File: src/verilog/pool_reg_pkg.sv
// register map of the pooling stage
// addresses, control bit positions, field widths and reset values

package pool_reg_pkg;

  localparam int REG_ADDR_WIDTH = 2;
  localparam int REG_DATA_WIDTH = 16;

  // addresses
  localparam logic [REG_ADDR_WIDTH-1:0] ADDR_CTRL  = 2'd0; // enable, mode
  localparam logic [REG_ADDR_WIDTH-1:0] ADDR_WIDTH = 2'd1; // image width in pixels
  localparam logic [REG_ADDR_WIDTH-1:0] ADDR_COUNT = 2'd2; // read only result count

  // bit positions in CTRL
  localparam int CTRL_ENABLE_BIT = 0;
  localparam int CTRL_MODE_BIT   = 1;

  // result counter spans the whole data word
  localparam int COUNT_WIDTH = REG_DATA_WIDTH;

  // reset values
  localparam logic [REG_DATA_WIDTH-1:0] CTRL_RESET  = '0;    // disabled, max mode
  localparam logic [REG_DATA_WIDTH-1:0] WIDTH_RESET = 16'd8; // 8 pixel rows

endpackage

File: src/verilog/pool_data_pkg.sv
// datapath constants for the 2x2 pooling stage
// pixel, pair and pooled result widths
// line buffer depth and the mode encoding

package pool_data_pkg;

  // one signed convolution result per pixel
  localparam int CONV_WIDTH = 16;

  // horizontal pair result, one extra bit so the sum of two pixels fits
  localparam int PAIR_WIDTH = CONV_WIDTH + 1;

  // sum of two pair results, i.e. all four pixels of a window
  localparam int SUM_WIDTH = PAIR_WIDTH + 1;

  // pooled output, max or floor average of four pixels fits back in a pixel
  localparam int POOL_WIDTH = CONV_WIDTH;

  // pair results held for one row, image width up to 2*depth pixels
  localparam int LINEBUFFER_DEPTH = 64;

  // mode field, 1 bit
  localparam logic MODE_MAX = 1'b0; // max of the four pixels
  localparam logic MODE_AVG = 1'b1; // sum >>> 2

endpackage
File: src/verilog/pooling_layer.sv
// top level of the 2x2 pooling stage
// register block beside the datapath
// row/pair tracking, line buffer and window combine in a chain

module pooling_layer (
  input  logic                                    clk_i,
  input  logic                                    reset,
  input  logic [pool_data_pkg::CONV_WIDTH-1:0]    pix_data,
  input  logic                                    pix_valid,
  input  logic                                    reg_write,
  input  logic                                    reg_read,
  input  logic [pool_reg_pkg::REG_ADDR_WIDTH-1:0] reg_addr,
  input  logic [pool_reg_pkg::REG_DATA_WIDTH-1:0] reg_wdata,
  output logic [pool_data_pkg::POOL_WIDTH-1:0]    pool_data,
  output logic                                    pool_valid,
  output logic [pool_reg_pkg::REG_DATA_WIDTH-1:0] reg_rdata,
  output logic                                    reg_rvalid
);

  logic                                 enable;
  logic                                 mode;
  logic [15:0]                          half_image_width; // pairs per row
  logic [pool_data_pkg::PAIR_WIDTH-1:0] pair_data;
  logic                                 pair_write;
  logic                                 second_row;
  logic [pool_data_pkg::PAIR_WIDTH-1:0] current_data;     // pair one row up

  pool_config_regs u_regs (
    .clk_i            (clk_i),
    .reset            (reset),
    .reg_write        (reg_write),
    .reg_read         (reg_read),
    .reg_addr         (reg_addr),
    .reg_wdata        (reg_wdata),
    .pool_valid       (pool_valid),
    .reg_rdata        (reg_rdata),
    .reg_rvalid       (reg_rvalid),
    .enable           (enable),
    .mode             (mode),
    .half_image_width (half_image_width)
  );

  pool_row_pair u_row_pair (
    .clk_i            (clk_i),
    .reset            (reset),
    .enable           (enable),
    .mode             (mode),
    .half_image_width (half_image_width),
    .pix_data         (pix_data),
    .pix_valid        (pix_valid),
    .pair_data        (pair_data),
    .pair_write       (pair_write),
    .second_row       (second_row)
  );

  // every pair is pushed, first and second row alike
  pooling_data_shift_register #(
    .LINEBUFFER_WIDTH (pool_data_pkg::LINEBUFFER_DEPTH),
    .CONV_WIDTH       (pool_data_pkg::PAIR_WIDTH)
  ) u_line_buffer (
    .clk_i            (clk_i),
    .reset            (reset),
    .data             (pair_data),
    .write            (pair_write),
    .half_image_width (half_image_width),
    .current_data     (current_data)
  );

  pool_window_combine u_combine (
    .clk_i        (clk_i),
    .reset        (reset),
    .mode         (mode),
    .pair_data    (pair_data),
    .pair_write   (pair_write),
    .second_row   (second_row),
    .current_data (current_data),
    .pool_data    (pool_data),
    .pool_valid   (pool_valid)
  );

endmodule

File: src/verilog/pool_window_combine.sv
// vertical combining of a second-row pair with the pair above it
// max of the two, or floor average of the four pixel sum
// registered result with a one cycle valid strobe

module pool_window_combine (
  input  logic                                 clk_i,
  input  logic                                 reset,
  input  logic                                 mode,
  input  logic [pool_data_pkg::PAIR_WIDTH-1:0] pair_data,
  input  logic                                 pair_write,
  input  logic                                 second_row,
  input  logic [pool_data_pkg::PAIR_WIDTH-1:0] current_data,
  output logic [pool_data_pkg::POOL_WIDTH-1:0] pool_data,
  output logic                                 pool_valid
);

  import pool_data_pkg::*;

  logic                         window_done; // bottom pair of a window arrives
  logic signed [PAIR_WIDTH-1:0] below;       // pair from this row
  logic signed [PAIR_WIDTH-1:0] above;       // pair from the line buffer
  logic signed [PAIR_WIDTH-1:0] window_max;
  logic signed [SUM_WIDTH-1:0]  window_sum;  // all four pixels, no overflow
  logic signed [SUM_WIDTH-1:0]  window_avg;

  assign window_done = pair_write && second_row;

  assign below = pair_data;
  assign above = current_data;

  assign window_max = (below > above) ? below : above;
  assign window_sum = below + above;   // sign extended to SUM_WIDTH
  assign window_avg = window_sum >>> 2; // floor divide by 4

  always_ff @(posedge clk_i) begin
    if (reset) begin
      pool_valid <= 1'b0;
    end else begin
      pool_valid <= window_done;
    end
  end

  // both results fit the pixel width, upper bits are sign copies
  always_ff @(posedge clk_i) begin
    if (window_done) begin
      if (mode == MODE_AVG) begin
        pool_data <= window_avg[POOL_WIDTH-1:0];
      end else begin
        pool_data <= window_max[POOL_WIDTH-1:0];
      end
    end
  end

  // pairs take two pixels each, so results can never be back to back
  valid_single_cycle: assert property (
    @(posedge clk_i) disable iff (reset)
    pool_valid |=> !pool_valid
  );

endmodule

File: src/verilog/pooling_data_shift_register.sv
// line buffer of pair results for one image row
// shift chain advancing on each write
// combinational tap at half_image_width-1 holding the pair one row above

module pooling_data_shift_register #(
  parameter int LINEBUFFER_WIDTH = 64,
  parameter int CONV_WIDTH       = 17
) (
  input  logic                  clk_i,
  input  logic                  reset,
  input  logic [CONV_WIDTH-1:0] data,
  input  logic                  write,
  input  logic [15:0]           half_image_width,
  output logic [CONV_WIDTH-1:0] current_data
);

  localparam int TAP_WIDTH = $clog2(LINEBUFFER_WIDTH);

  logic [LINEBUFFER_WIDTH-1:0][CONV_WIDTH-1:0] line_q; // entry 0 is the newest
  logic [15:0]                                 tap_full;
  logic [TAP_WIDTH-1:0]                        tap_idx;

  // each write pushes the chain up by one entry
  always_ff @(posedge clk_i) begin
    if (write) begin
      line_q <= {line_q[LINEBUFFER_WIDTH-2:0], data};
    end
  end

  // after half_image_width writes the partner pair sits at this entry
  assign tap_full = half_image_width - 16'd1;
  assign tap_idx  = tap_full[TAP_WIDTH-1:0]; // low bits address every entry

  always_comb begin
    current_data = line_q[tap_idx];
  end

  // a row longer than the buffer would read a wrapped, stale entry
  tap_in_range: assert property (
    @(posedge clk_i) disable iff (reset)
    write |-> (half_image_width >= 16'd1 && half_image_width <= LINEBUFFER_WIDTH)
  );

endmodule

File: src/verilog/pool_row_pair.sv
// column and row tracking of the pixel stream
// horizontal combining of each even/odd pixel pair
// one registered pair result per odd column, tagged with the row parity

module pool_row_pair (
  input  logic                                  clk_i,
  input  logic                                  reset,
  input  logic                                  enable,
  input  logic                                  mode,
  input  logic [15:0]                           half_image_width,
  input  logic [pool_data_pkg::CONV_WIDTH-1:0]  pix_data,
  input  logic                                  pix_valid,
  output logic [pool_data_pkg::PAIR_WIDTH-1:0]  pair_data,
  output logic                                  pair_write,
  output logic                                  second_row
);

  import pool_data_pkg::*;

  logic                          accept;   // pixel taken this edge
  logic                          col_odd;  // next pixel is an odd column
  logic [15:0]                   pair_idx; // pair index within the row
  logic                          row_q;    // 1 in the second row of a window
  logic signed [CONV_WIDTH-1:0]  even_pix; // held left pixel of the pair
  logic signed [PAIR_WIDTH-1:0]  ext_even;
  logic signed [PAIR_WIDTH-1:0]  ext_odd;
  logic signed [PAIR_WIDTH-1:0]  pair_next;

  assign accept = pix_valid && enable;

  // sign extension to the pair width
  assign ext_even = even_pix;
  assign ext_odd  = $signed(pix_data);

  // sum in avg mode, larger pixel in max mode
  assign pair_next = (mode == MODE_AVG) ? (ext_even + ext_odd) :
                     (ext_odd > ext_even) ? ext_odd : ext_even;

  // position counters, parked at row 0 col 0 while disabled
  always_ff @(posedge clk_i) begin
    if (reset || !enable) begin
      col_odd  <= 1'b0;
      pair_idx <= '0;
      row_q    <= 1'b0;
    end else if (accept) begin
      col_odd <= !col_odd;
      if (col_odd) begin
        if (pair_idx == half_image_width - 16'd1) begin
          pair_idx <= '0;     // end of row
          row_q    <= !row_q; // flip window row
        end else begin
          pair_idx <= pair_idx + 16'd1;
        end
      end
    end
  end

  always_ff @(posedge clk_i) begin
    if (accept && !col_odd) even_pix <= $signed(pix_data);
  end

  // pair strobe and its row tag
  always_ff @(posedge clk_i) begin
    if (reset) begin
      pair_write <= 1'b0;
      second_row <= 1'b0;
    end else begin
      pair_write <= accept && col_odd;
      if (accept && col_odd) second_row <= row_q;
    end
  end

  always_ff @(posedge clk_i) begin
    if (accept && col_odd) pair_data <= pair_next;
  end

endmodule

File: src/verilog/pool_config_regs.sv
// register block of the pooling stage
// control (enable, mode) and image width registers
// counter of pooled results since enable went high
// registered read port with data one cycle after the read strobe

module pool_config_regs (
  input  logic                                    clk_i,
  input  logic                                    reset,
  input  logic                                    reg_write,
  input  logic                                    reg_read,
  input  logic [pool_reg_pkg::REG_ADDR_WIDTH-1:0] reg_addr,
  input  logic [pool_reg_pkg::REG_DATA_WIDTH-1:0] reg_wdata,
  input  logic                                    pool_valid,
  output logic [pool_reg_pkg::REG_DATA_WIDTH-1:0] reg_rdata,
  output logic                                    reg_rvalid,
  output logic                                    enable,
  output logic                                    mode,
  output logic [15:0]                             half_image_width
);

  import pool_reg_pkg::*;
  import pool_data_pkg::*;

  logic [REG_DATA_WIDTH-1:0] width_q;   // image width in pixels
  logic [COUNT_WIDTH-1:0]    count_q;   // pooled results produced
  logic [REG_DATA_WIDTH-1:0] rdata_next;

  // control and width registers
  always_ff @(posedge clk_i) begin
    if (reset) begin
      enable  <= CTRL_RESET[CTRL_ENABLE_BIT];
      mode    <= CTRL_RESET[CTRL_MODE_BIT];
      width_q <= WIDTH_RESET;
    end else if (reg_write) begin
      case (reg_addr)
        ADDR_CTRL: begin
          enable <= reg_wdata[CTRL_ENABLE_BIT];
          mode   <= reg_wdata[CTRL_MODE_BIT];
        end
        ADDR_WIDTH: width_q <= reg_wdata;
        default: ; // writes to the read only COUNT are dropped
      endcase
    end
  end

  // even width makes the pair count a plain shift
  assign half_image_width = {1'b0, width_q[15:1]};

  // result counter held at zero while the stage is disabled
  always_ff @(posedge clk_i) begin
    if (reset || !enable) begin
      count_q <= '0;
    end else if (pool_valid) begin
      count_q <= count_q + 1'b1;
    end
  end

  // read mux
  always_comb begin
    rdata_next = '0;
    case (reg_addr)
      ADDR_CTRL: begin
        rdata_next[CTRL_ENABLE_BIT] = enable;
        rdata_next[CTRL_MODE_BIT]   = mode;
      end
      ADDR_WIDTH: rdata_next = width_q;
      ADDR_COUNT: rdata_next = count_q;
      default:    rdata_next = '0;
    endcase
  end

  always_ff @(posedge clk_i) begin
    if (reset) begin
      reg_rvalid <= 1'b0;
    end else begin
      reg_rvalid <= reg_read;
    end
  end

  always_ff @(posedge clk_i) begin
    if (reg_read) reg_rdata <= rdata_next; // held until the next read
  end

  // a width the line buffer cannot hold would break the tap alignment downstream
  width_write_legal: assert property (
    @(posedge clk_i) disable iff (reset)
    (reg_write && reg_addr == ADDR_WIDTH) |->
      (reg_wdata[0] == 1'b0 && reg_wdata != '0 && reg_wdata <= 2 * LINEBUFFER_DEPTH)
  );

endmodule

File: config.mk
export PLATFORM = sky130hd
export DESIGN_NAME = pooling_layer
export DESIGN_NICKNAME = d
export VERILOG_FILES = /design/src/verilog/pool_reg_pkg.sv /design/src/verilog/pool_data_pkg.sv /design/src/verilog/pooling_layer.sv /design/src/verilog/pool_window_combine.sv /design/src/verilog/pooling_data_shift_register.sv /design/src/verilog/pool_row_pair.sv /design/src/verilog/pool_config_regs.sv
export SDC_FILE = /design/constraint.sdc
export NUM_CORES = 1
export LEC_CHECK = 0
export BUFFER_PORTS_ARGS = -buffer_cell sky130_fd_sc_hd__buf_2
export CORE_UTILIZATION = 35
export DETAILED_ROUTE_END_ITERATION = 16
export GPL_TIMING_DRIVEN = 0
export SYNTH_ARGS = -nofsm -noshare
export SYNTH_HDL_FRONTEND = slang
export SYNTH_SLANG_ARGS = --single-unit
File: constraint.sdc
create_clock -name clk_i -period 57.4 [get_ports clk_i]
set_input_delay 5.74 -clock clk_i [delete_from_list [all_inputs] [get_ports clk_i]]
set_output_delay 5.74 -clock clk_i [all_outputs]
set_load 0.02 [all_outputs]
==> results by group, run 1 <==
Routing
  – DRT Pass-1 Iters: 5
  – Routed vias: 24160
  – Initial DRC Count: 2653
  – Post-Route WL: 105.8 mm
  – Vias per inst: 5.269
  – # DRC: 0
  – Antenna-violating nets left: 0
  – Average wire per standard cell: 23.07 um

Synthesis
  – Top-count cell post-synth: edfxtp_1
  – Mapped Cells: 2406
  – Ys async rst share: 0
  – Post-synthesis sequential area ratio: 0.7295
  – Post-synth top cells: 1153 x edfxtp_1, 341 x mux4_2, 77 x clkbuf_1
  – Yosys warning count: 0
  – Top FF cell, synth: edfxtp_1
  – Syn nets: 2522
  – Yosys reg bits: 1209
  – Synth top area share: 0.7066
  – Distinct cells, synth: 71
  – Mean post-synth cell area: slightly above 20 um2
  – Synth area leader: edfxtp_1
  – Mapped cell area: 49000 um2
  – Number of flops mapped to enable cells by yosys: 1153
  – Synth area leaders: edfxtp_1 71%, mux4_2 16%, dfxtp_1 2.3%

Setup path
  – Signal arrival time at the worst endpoint: just over 10 ns
  – Worst setup SP type: register
  – Worst setup EP type: register
  – Crit path from: u_regs.width_q[1]$_SDFFE_PP0P_
  – FF-to-FF Start: u_regs.width_q[1]$_SDFFE_PP0P_
  – CP peak stage delay: 1.17 ns
  – Worst-path cell chain: buf_2 > buf_2 > buf_2 > buf_2 > inv_1 > ha_1 > clkbuf_1 > clkbuf_1 > clkbuf_1 > mux4_2 > mux4_2 > a221oi_1 > inv_1 > ha_1 > nor4_1 > nand2_1 > a211oi_1 > o31ai_1 > nand3_1 > clkbuf_1 > mux2i_1 > mux2i_1
  – CP Max Fanout: 10
  – Req. time, crit path: 57.87 ns
  – Worst reg2reg path depth: 22
  – Slowest library cell on the worst path: a221oi_1
  – Setup CP Type: reg2reg

Power and ir drop
  – Leakage power: ~16 nW
  – PD cells: 32.74 nW/um2
  – Peak supply drop: 28.52 uV

Clocking
  – CTS Hold Buffers Added: 0
  – Post_cts resized: 0
  – Setup Buffers After CTS: 0
  – H-tree Lvls: 3
  – Total clock buffers created by CTS: 120
  – Worst skew pair latency: 0.75 ns
  – Reg clk slew, reported paths: 0.06 ns
  – CTS Sinks: ~1200
  – Clock root buffer: clkbuf_16
  – CTS tree: built
  – Clock tree buffer depth: 3

STA
  – Max Clk Rate: ~100 MHz
  – Clock Skew: a little over 0.07 ns
  – RSZ-0062 raised after global routing: no
  – Final setup viols: 0
  – Max-slew violations: 0
  – Worst-Margin Slew: 1.420 ns
  – Endpoints failing hold: 0
  – Final min period: 9.767 ns
  – Period utilization: 0.1702
  – Worst slew margin: 0.05359
  – Setup TNS: 0 ns

Die
  – Initial Util: 0.3546
  – Core area: 138200 um2
  – IO Count: 73
  – Die Span Y: 376.2 um
  – FP Rows: around 140
  – Die ar.: between 100000 and 150000 um2
  – Die X: about 380 um

Placement
  – Detailed placer's ending HPWL: about 70 mm
  – IO buf count: 72
  – GP Congestion: 0.8261
  – Placed cell area: 52130 um2

Hold path
  – Hold path cells: 0
  – Worst hold start: u_line_buffer.line_q[1027]$_DFFE_PP_
  – Worst min path class: reg2reg

Final layout
  – Design area: 55970 um2
  – Layout cell share with drive strength beyond 1: 0.2315
  – Final nets: 2732
  – Syn-to-layout area delta: 14.24%

Outcome
  – Outcome: finished clean

Flow run
  – Max Cap Viol: 0

Global routing
  – GR Overflow Total: 0
  – Number of global-route vias before repair: 24600
  – Initial antenna violation count: 5
  – Largest net degree at the start of global routing: 84
  – Gr usage total: 0.1496
  – Global-route wire length before repair: 160.6 mm
[per-stage QoR]
step	hold WS [ns]	instances	util	power (W)	setup WS, ns
floorplan	0.4207	2406	-	0.001049	30.57
global placement	0.4258	4341	0.3741	0.001085	23.89
detailed placement	0.4270	4357	0.3773	0.001086	47.54
CTS	0.3861	4584	0.4051	0.001856	47.51
global route	0.3927	4584	0.4051	0.001894	47.16
finish	0.3932	4585	0.4051	0.001833	47.63
[flip-flops by register name (all words and copies together), names as in the netlist, 16 cells and up]
register / cells
u_combine.pool_data: 16
u_row_pair.pair_idx: 16
u_line_buffer.line_q: 1088
u_regs.count_q: 16
u_row_pair.even_pix: 16
u_regs.width_q: 16
u_regs.reg_rdata: 16
u_row_pair.pair_data: 17
[layout make-up]
| class | count | area [um2] |
|---|---|---|
| fillers | 12210 | 82200 |
| flip-flops and latches | 1209 | 35750 |
| clock inverters | 74 | 689.4 |
| plain buffers | 115 | 467.9 |
| repair buffers | 88 | 780.7 |
| diodes | 1 | 2.502 |
| multi-input cells | 1022 | 12580 |
| inverters | 60 | 225.2 |
| well taps | 1863 | 2331 |
| clock buffers | 153 | 3148 |
[cells in the final DEF, fill, tap and decap left out, types with 6 or more instances in the layout]
cell	instances
clkbuf_1	109
xor2_1	29
nand3_1	17
xnor2_1	36
bufinv_16	9
buf_2	98
nor3_1	32
or3_1	8
mux2i_1	36
clkinv_1	35
dfxtp_1	55
o21ai_0	38
a221oi_1	9
inv_1	59
a22oi_1	16
mux4_2	341
buf_1	11
edfxtp_1	1153
nor2_1	60
nand2b_1	9
nor2b_1	32
a21oi_1	51
and2_1	6
o21bai_1	8
clkbuf_16	121
nand2_1	76
a221o_1	10
buf_16	14
a22o_1	16
nand4_1	13
nor3b_1	7
clkinv_2	17
and3_1	9
ha_1	76
[final timing paths]
path                                           to  slack [ns]
max reg2reg     u_combine.pool_data[13]$_DFFE_PP_       47.63
min reg2reg  u_line_buffer.line_q[1044]$_DFFE_PP_        0.39
min          u_line_buffer.line_q[1044]$_DFFE_PP_        0.39
max             u_combine.pool_data[13]$_DFFE_PP_       47.63
[critical path, delay by kind of cell, from the launching register on]
kind	cells	cell delay (ns)
fa+ha+maj	2	0.79
buf+inv	10	4.62
simple gates	3	0.92
mux	4	1.27
flops	1	0.31
compound gates	3	1.50
[per-layer routing]
layer  global-route usage  vias up  part of all wire
li1                     -    10410                 -
met1               0.2165    12900              0.44
met2               0.2319      721              0.48
met3              0.03062      129             0.061
met4              0.03536        0             0.020
met5                    0        -                 0
[report_power, final]
part           total (W)  internal, W  switching (W)
sequential      0.000954     0.000954    0.000000796
clock           0.000766     0.000429       0.000337
combinational   0.000112    0.0000462      0.0000655
total            0.00183      0.00143       0.000403
[cell families (layout without fill, tap and decap cells)]
family / count (synthesis) / after routing / synth area share
xor+xnor: 68 / 68 / 0.01272
other cells: 0 / 1 / 0
flops: 1209 / 1209 / 0.7295
simple gates: 297 / 297 / 0.03120
mux: 378 / 378 / 0.1643
compound gates: 202 / 202 / 0.02829
buf+inv: 175 / 490 / 0.01415
fa+ha+maj: 77 / 77 / 0.01982
Note: power is estimated with default switching activity, not from simulation.
==> inputs of run 2 (changes only) <==
clock period = 8.2 ns   (was 57.4 ns; I/O delays follow)
==> results by group, run 2 (synthesized netlist as in run 1, its figures left out) <==
Outcome
  – Outcome: finished clean

Clocking
  – Reg clk slew, reported paths: 0.06 ns
  – H-tree Lvls: 3
  – Worst skew pair latency: 0.73 ns
  – Clock tree buffer depth: 3
  – CTS Sinks: 1209
  – CTS tree: built
  – Clock root buffer: clkbuf_16
  – Total clock buffers created by CTS: ~120
  – CTS Hold Buffers Added: 0

Routing
  – Initial DRC Count: 2482
  – Post-Route WL: around 110 mm
  – Antenna-violating nets left: 0
  – DRT Pass-1 Iters: 5
  – Average wire per standard cell: 23.38 um
  – Routed vias: 24160
  – # DRC: 0
  – Vias per inst: about 5.3

Setup path
  – Setup CP Type: reg2reg
  – Slowest library cell on the worst path: a221oi_2
  – CP Max Fanout: 10
  – Worst setup EP type: register
  – Signal arrival time at the worst endpoint: roughly 8.4 ns
  – CP peak stage delay: 0.57 ns
  – Worst setup SP type: register
  – Worst-path cell chain: buf_2 > buf_2 > clkbuf_4 > buf_4 > inv_1 > ha_1 > clkbuf_2 > buf_2 > clkbuf_2 > mux4_2 > mux4_2 > a221oi_2 > inv_1 > ha_1 > or4_1 > nor2b_1 > a41oi_1 > o21ai_0 > nand3_2 > clkbuf_2 > a31oi_1 > o21ai_0
  – Req. time, crit path: 8.62 ns
  – Crit path from: u_regs.width_q[1]$_SDFFE_PP0P_
  – FF-to-FF Start: u_regs.width_q[1]$_SDFFE_PP0P_

STA
  – Hold_ws: 0.3269 ns
  – Final setup viols: 0
  – Max Clk Rate: 125.8 MHz
  – Period utilization: 0.9697
  – Max-slew violations: 0
  – Worst-Margin Slew: 1.259 ns
  – Worst slew margin: 0.1543
  – Endpoints failing hold: 0
  – Final min period: 7.951 ns
  – Clock Skew: 0.03462 ns

Placement
  – Placed cell area: 52130 um2
  – GP Congestion: 0.8596
  – Detailed placer's ending HPWL: ~71 mm
  – IO buf count: 72

Flow run
  – Max Cap Viol: 0

Final layout
  – Design area: 56130 um2
  – Final-layout fill cell count: 12230
  – Layout cell share with drive strength beyond 1: 0.2467
  – Syn-to-layout area delta: 14.56%
  – Final nets: 2732
  – Max FFs per register: 1088
  – Most frequent cells in the layout: 1153 x edfxtp_1, 341 x mux4_2, 122 x clkbuf_16, 98 x buf_2
  – Commonest non-fill, non-tap cell in the layout: edfxtp_1
  – Regs by FF count: u_line_buffer.line_q x1088, u_row_pair.pair_data x17
  – Biggest register: u_line_buffer.line_q

Global routing
  – Initial antenna violation count: 7
  – GR Overflow Total: 0
  – Gr usage total: 0.1520
  – Global-route wire length before repair: about 160 mm
  – Number of global-route vias before repair: between 20000 and 25000
  – Largest net degree at the start of global routing: 85

Power and ir drop
  – PD cells: roughly 230 nW/um2
  – Leakage power: 16.63 nW
  – Peak supply drop: slightly above 200 uV

Die
  – Die ar.: roughly 140000 um2
  – Die Span Y: between 300 and 400 um
  – Core area: 138200 um2
  – Die X: 376.2 um
  – Initial Util: 0.3546
  – FP Rows: ~140
  – IO Count: 73

Hold path
  – Worst min path class: in2reg
  – Worst hold start: reg_wdata[3]
run 2: metrics by stage:
stage,util,setup WS (ns),cells,setup TNS (ns),power [W]
finish,0.4063,0.2487,4585,0,0.01296
CTS,0.4060,0.04347,4579,0,0.01312
detailed placement,0.3773,-1.440,4356,-19.28,0.007603
global placement,0.3741,-2.799,4341,-2258.34,0.007592
global route,0.4062,-0.002474,4579,-0.002474,0.01336
floorplan,-,-0.6967,2406,-11.72,0.007339
run 2: final timing paths:
check	to	cells after the start	slack [ns]
setup / recovery	u_combine.pool_data[6]$_DFFE_PP_	22	0.25
hold reg to reg	u_line_buffer.line_q[48]$_DFFE_PP_	0	0.43
hold / removal	u_regs.width_q[3]$_SDFFE_PP1P_	3	0.33
setup reg to reg	u_combine.pool_data[6]$_DFFE_PP_	22	0.25
run 2: layout make-up:
type	instances	area, um2	area share
Antenna cell	6	15.01	0.0002675
Buffer	115	504.2	0.008983
Clock buffer	144	3136	0.05586
Clock inverter	79	765.7	0.01364
Inverter	60	225.2	0.004012
Multi-Input combinational cell	1022	12640	0.2251
Sequential cell	1209	35750	0.6368
Tap cell	1863	2331	0.04153
Timing Repair Buffer	87	773.2	0.01377
run 2: timing repair:
action                                  CTS  global route
gates resized for setup                  31             5
buffers inserted                          0             0
pin swaps                                 0             0
gates cloned                              0             0
endpoints found under the setup margin   16            11
run 2: worst max-delay path, delay by kind of cell (launching register included):
kind	cells	cell delay (ns)
DFF	1	0.30
adders and majority gates	2	0.77
muxes	2	0.89
and+or+nand+nor	3	1.03
buffers and inverters	10	3.24
AOI/OAI and AO/OA	5	1.34
run 2: metal layers:
layer,up-vias,share of wire,global-route usage
li1,10400,-,-
met1,12850,0.44,0.2161
met2,737,0.46,0.2304
met3,170,0.063,0.03309
met4,0,0.031,0.05300
met5,-,0,0
run 2: report_power, final:
| part | leakage [nW] | switching (W) | internal [W] | total (W) |
|---|---|---|---|---|
| registers | 9.98 | 0.00000572 | 0.00668 | 0.00668 |
| clock network | 1.90 | 0.00235 | 0.00313 | 0.00548 |
| logic | 4.76 | 0.000464 | 0.000327 | 0.000791 |
| total | 16.6 | 0.00282 | 0.0101 | 0.0130 |
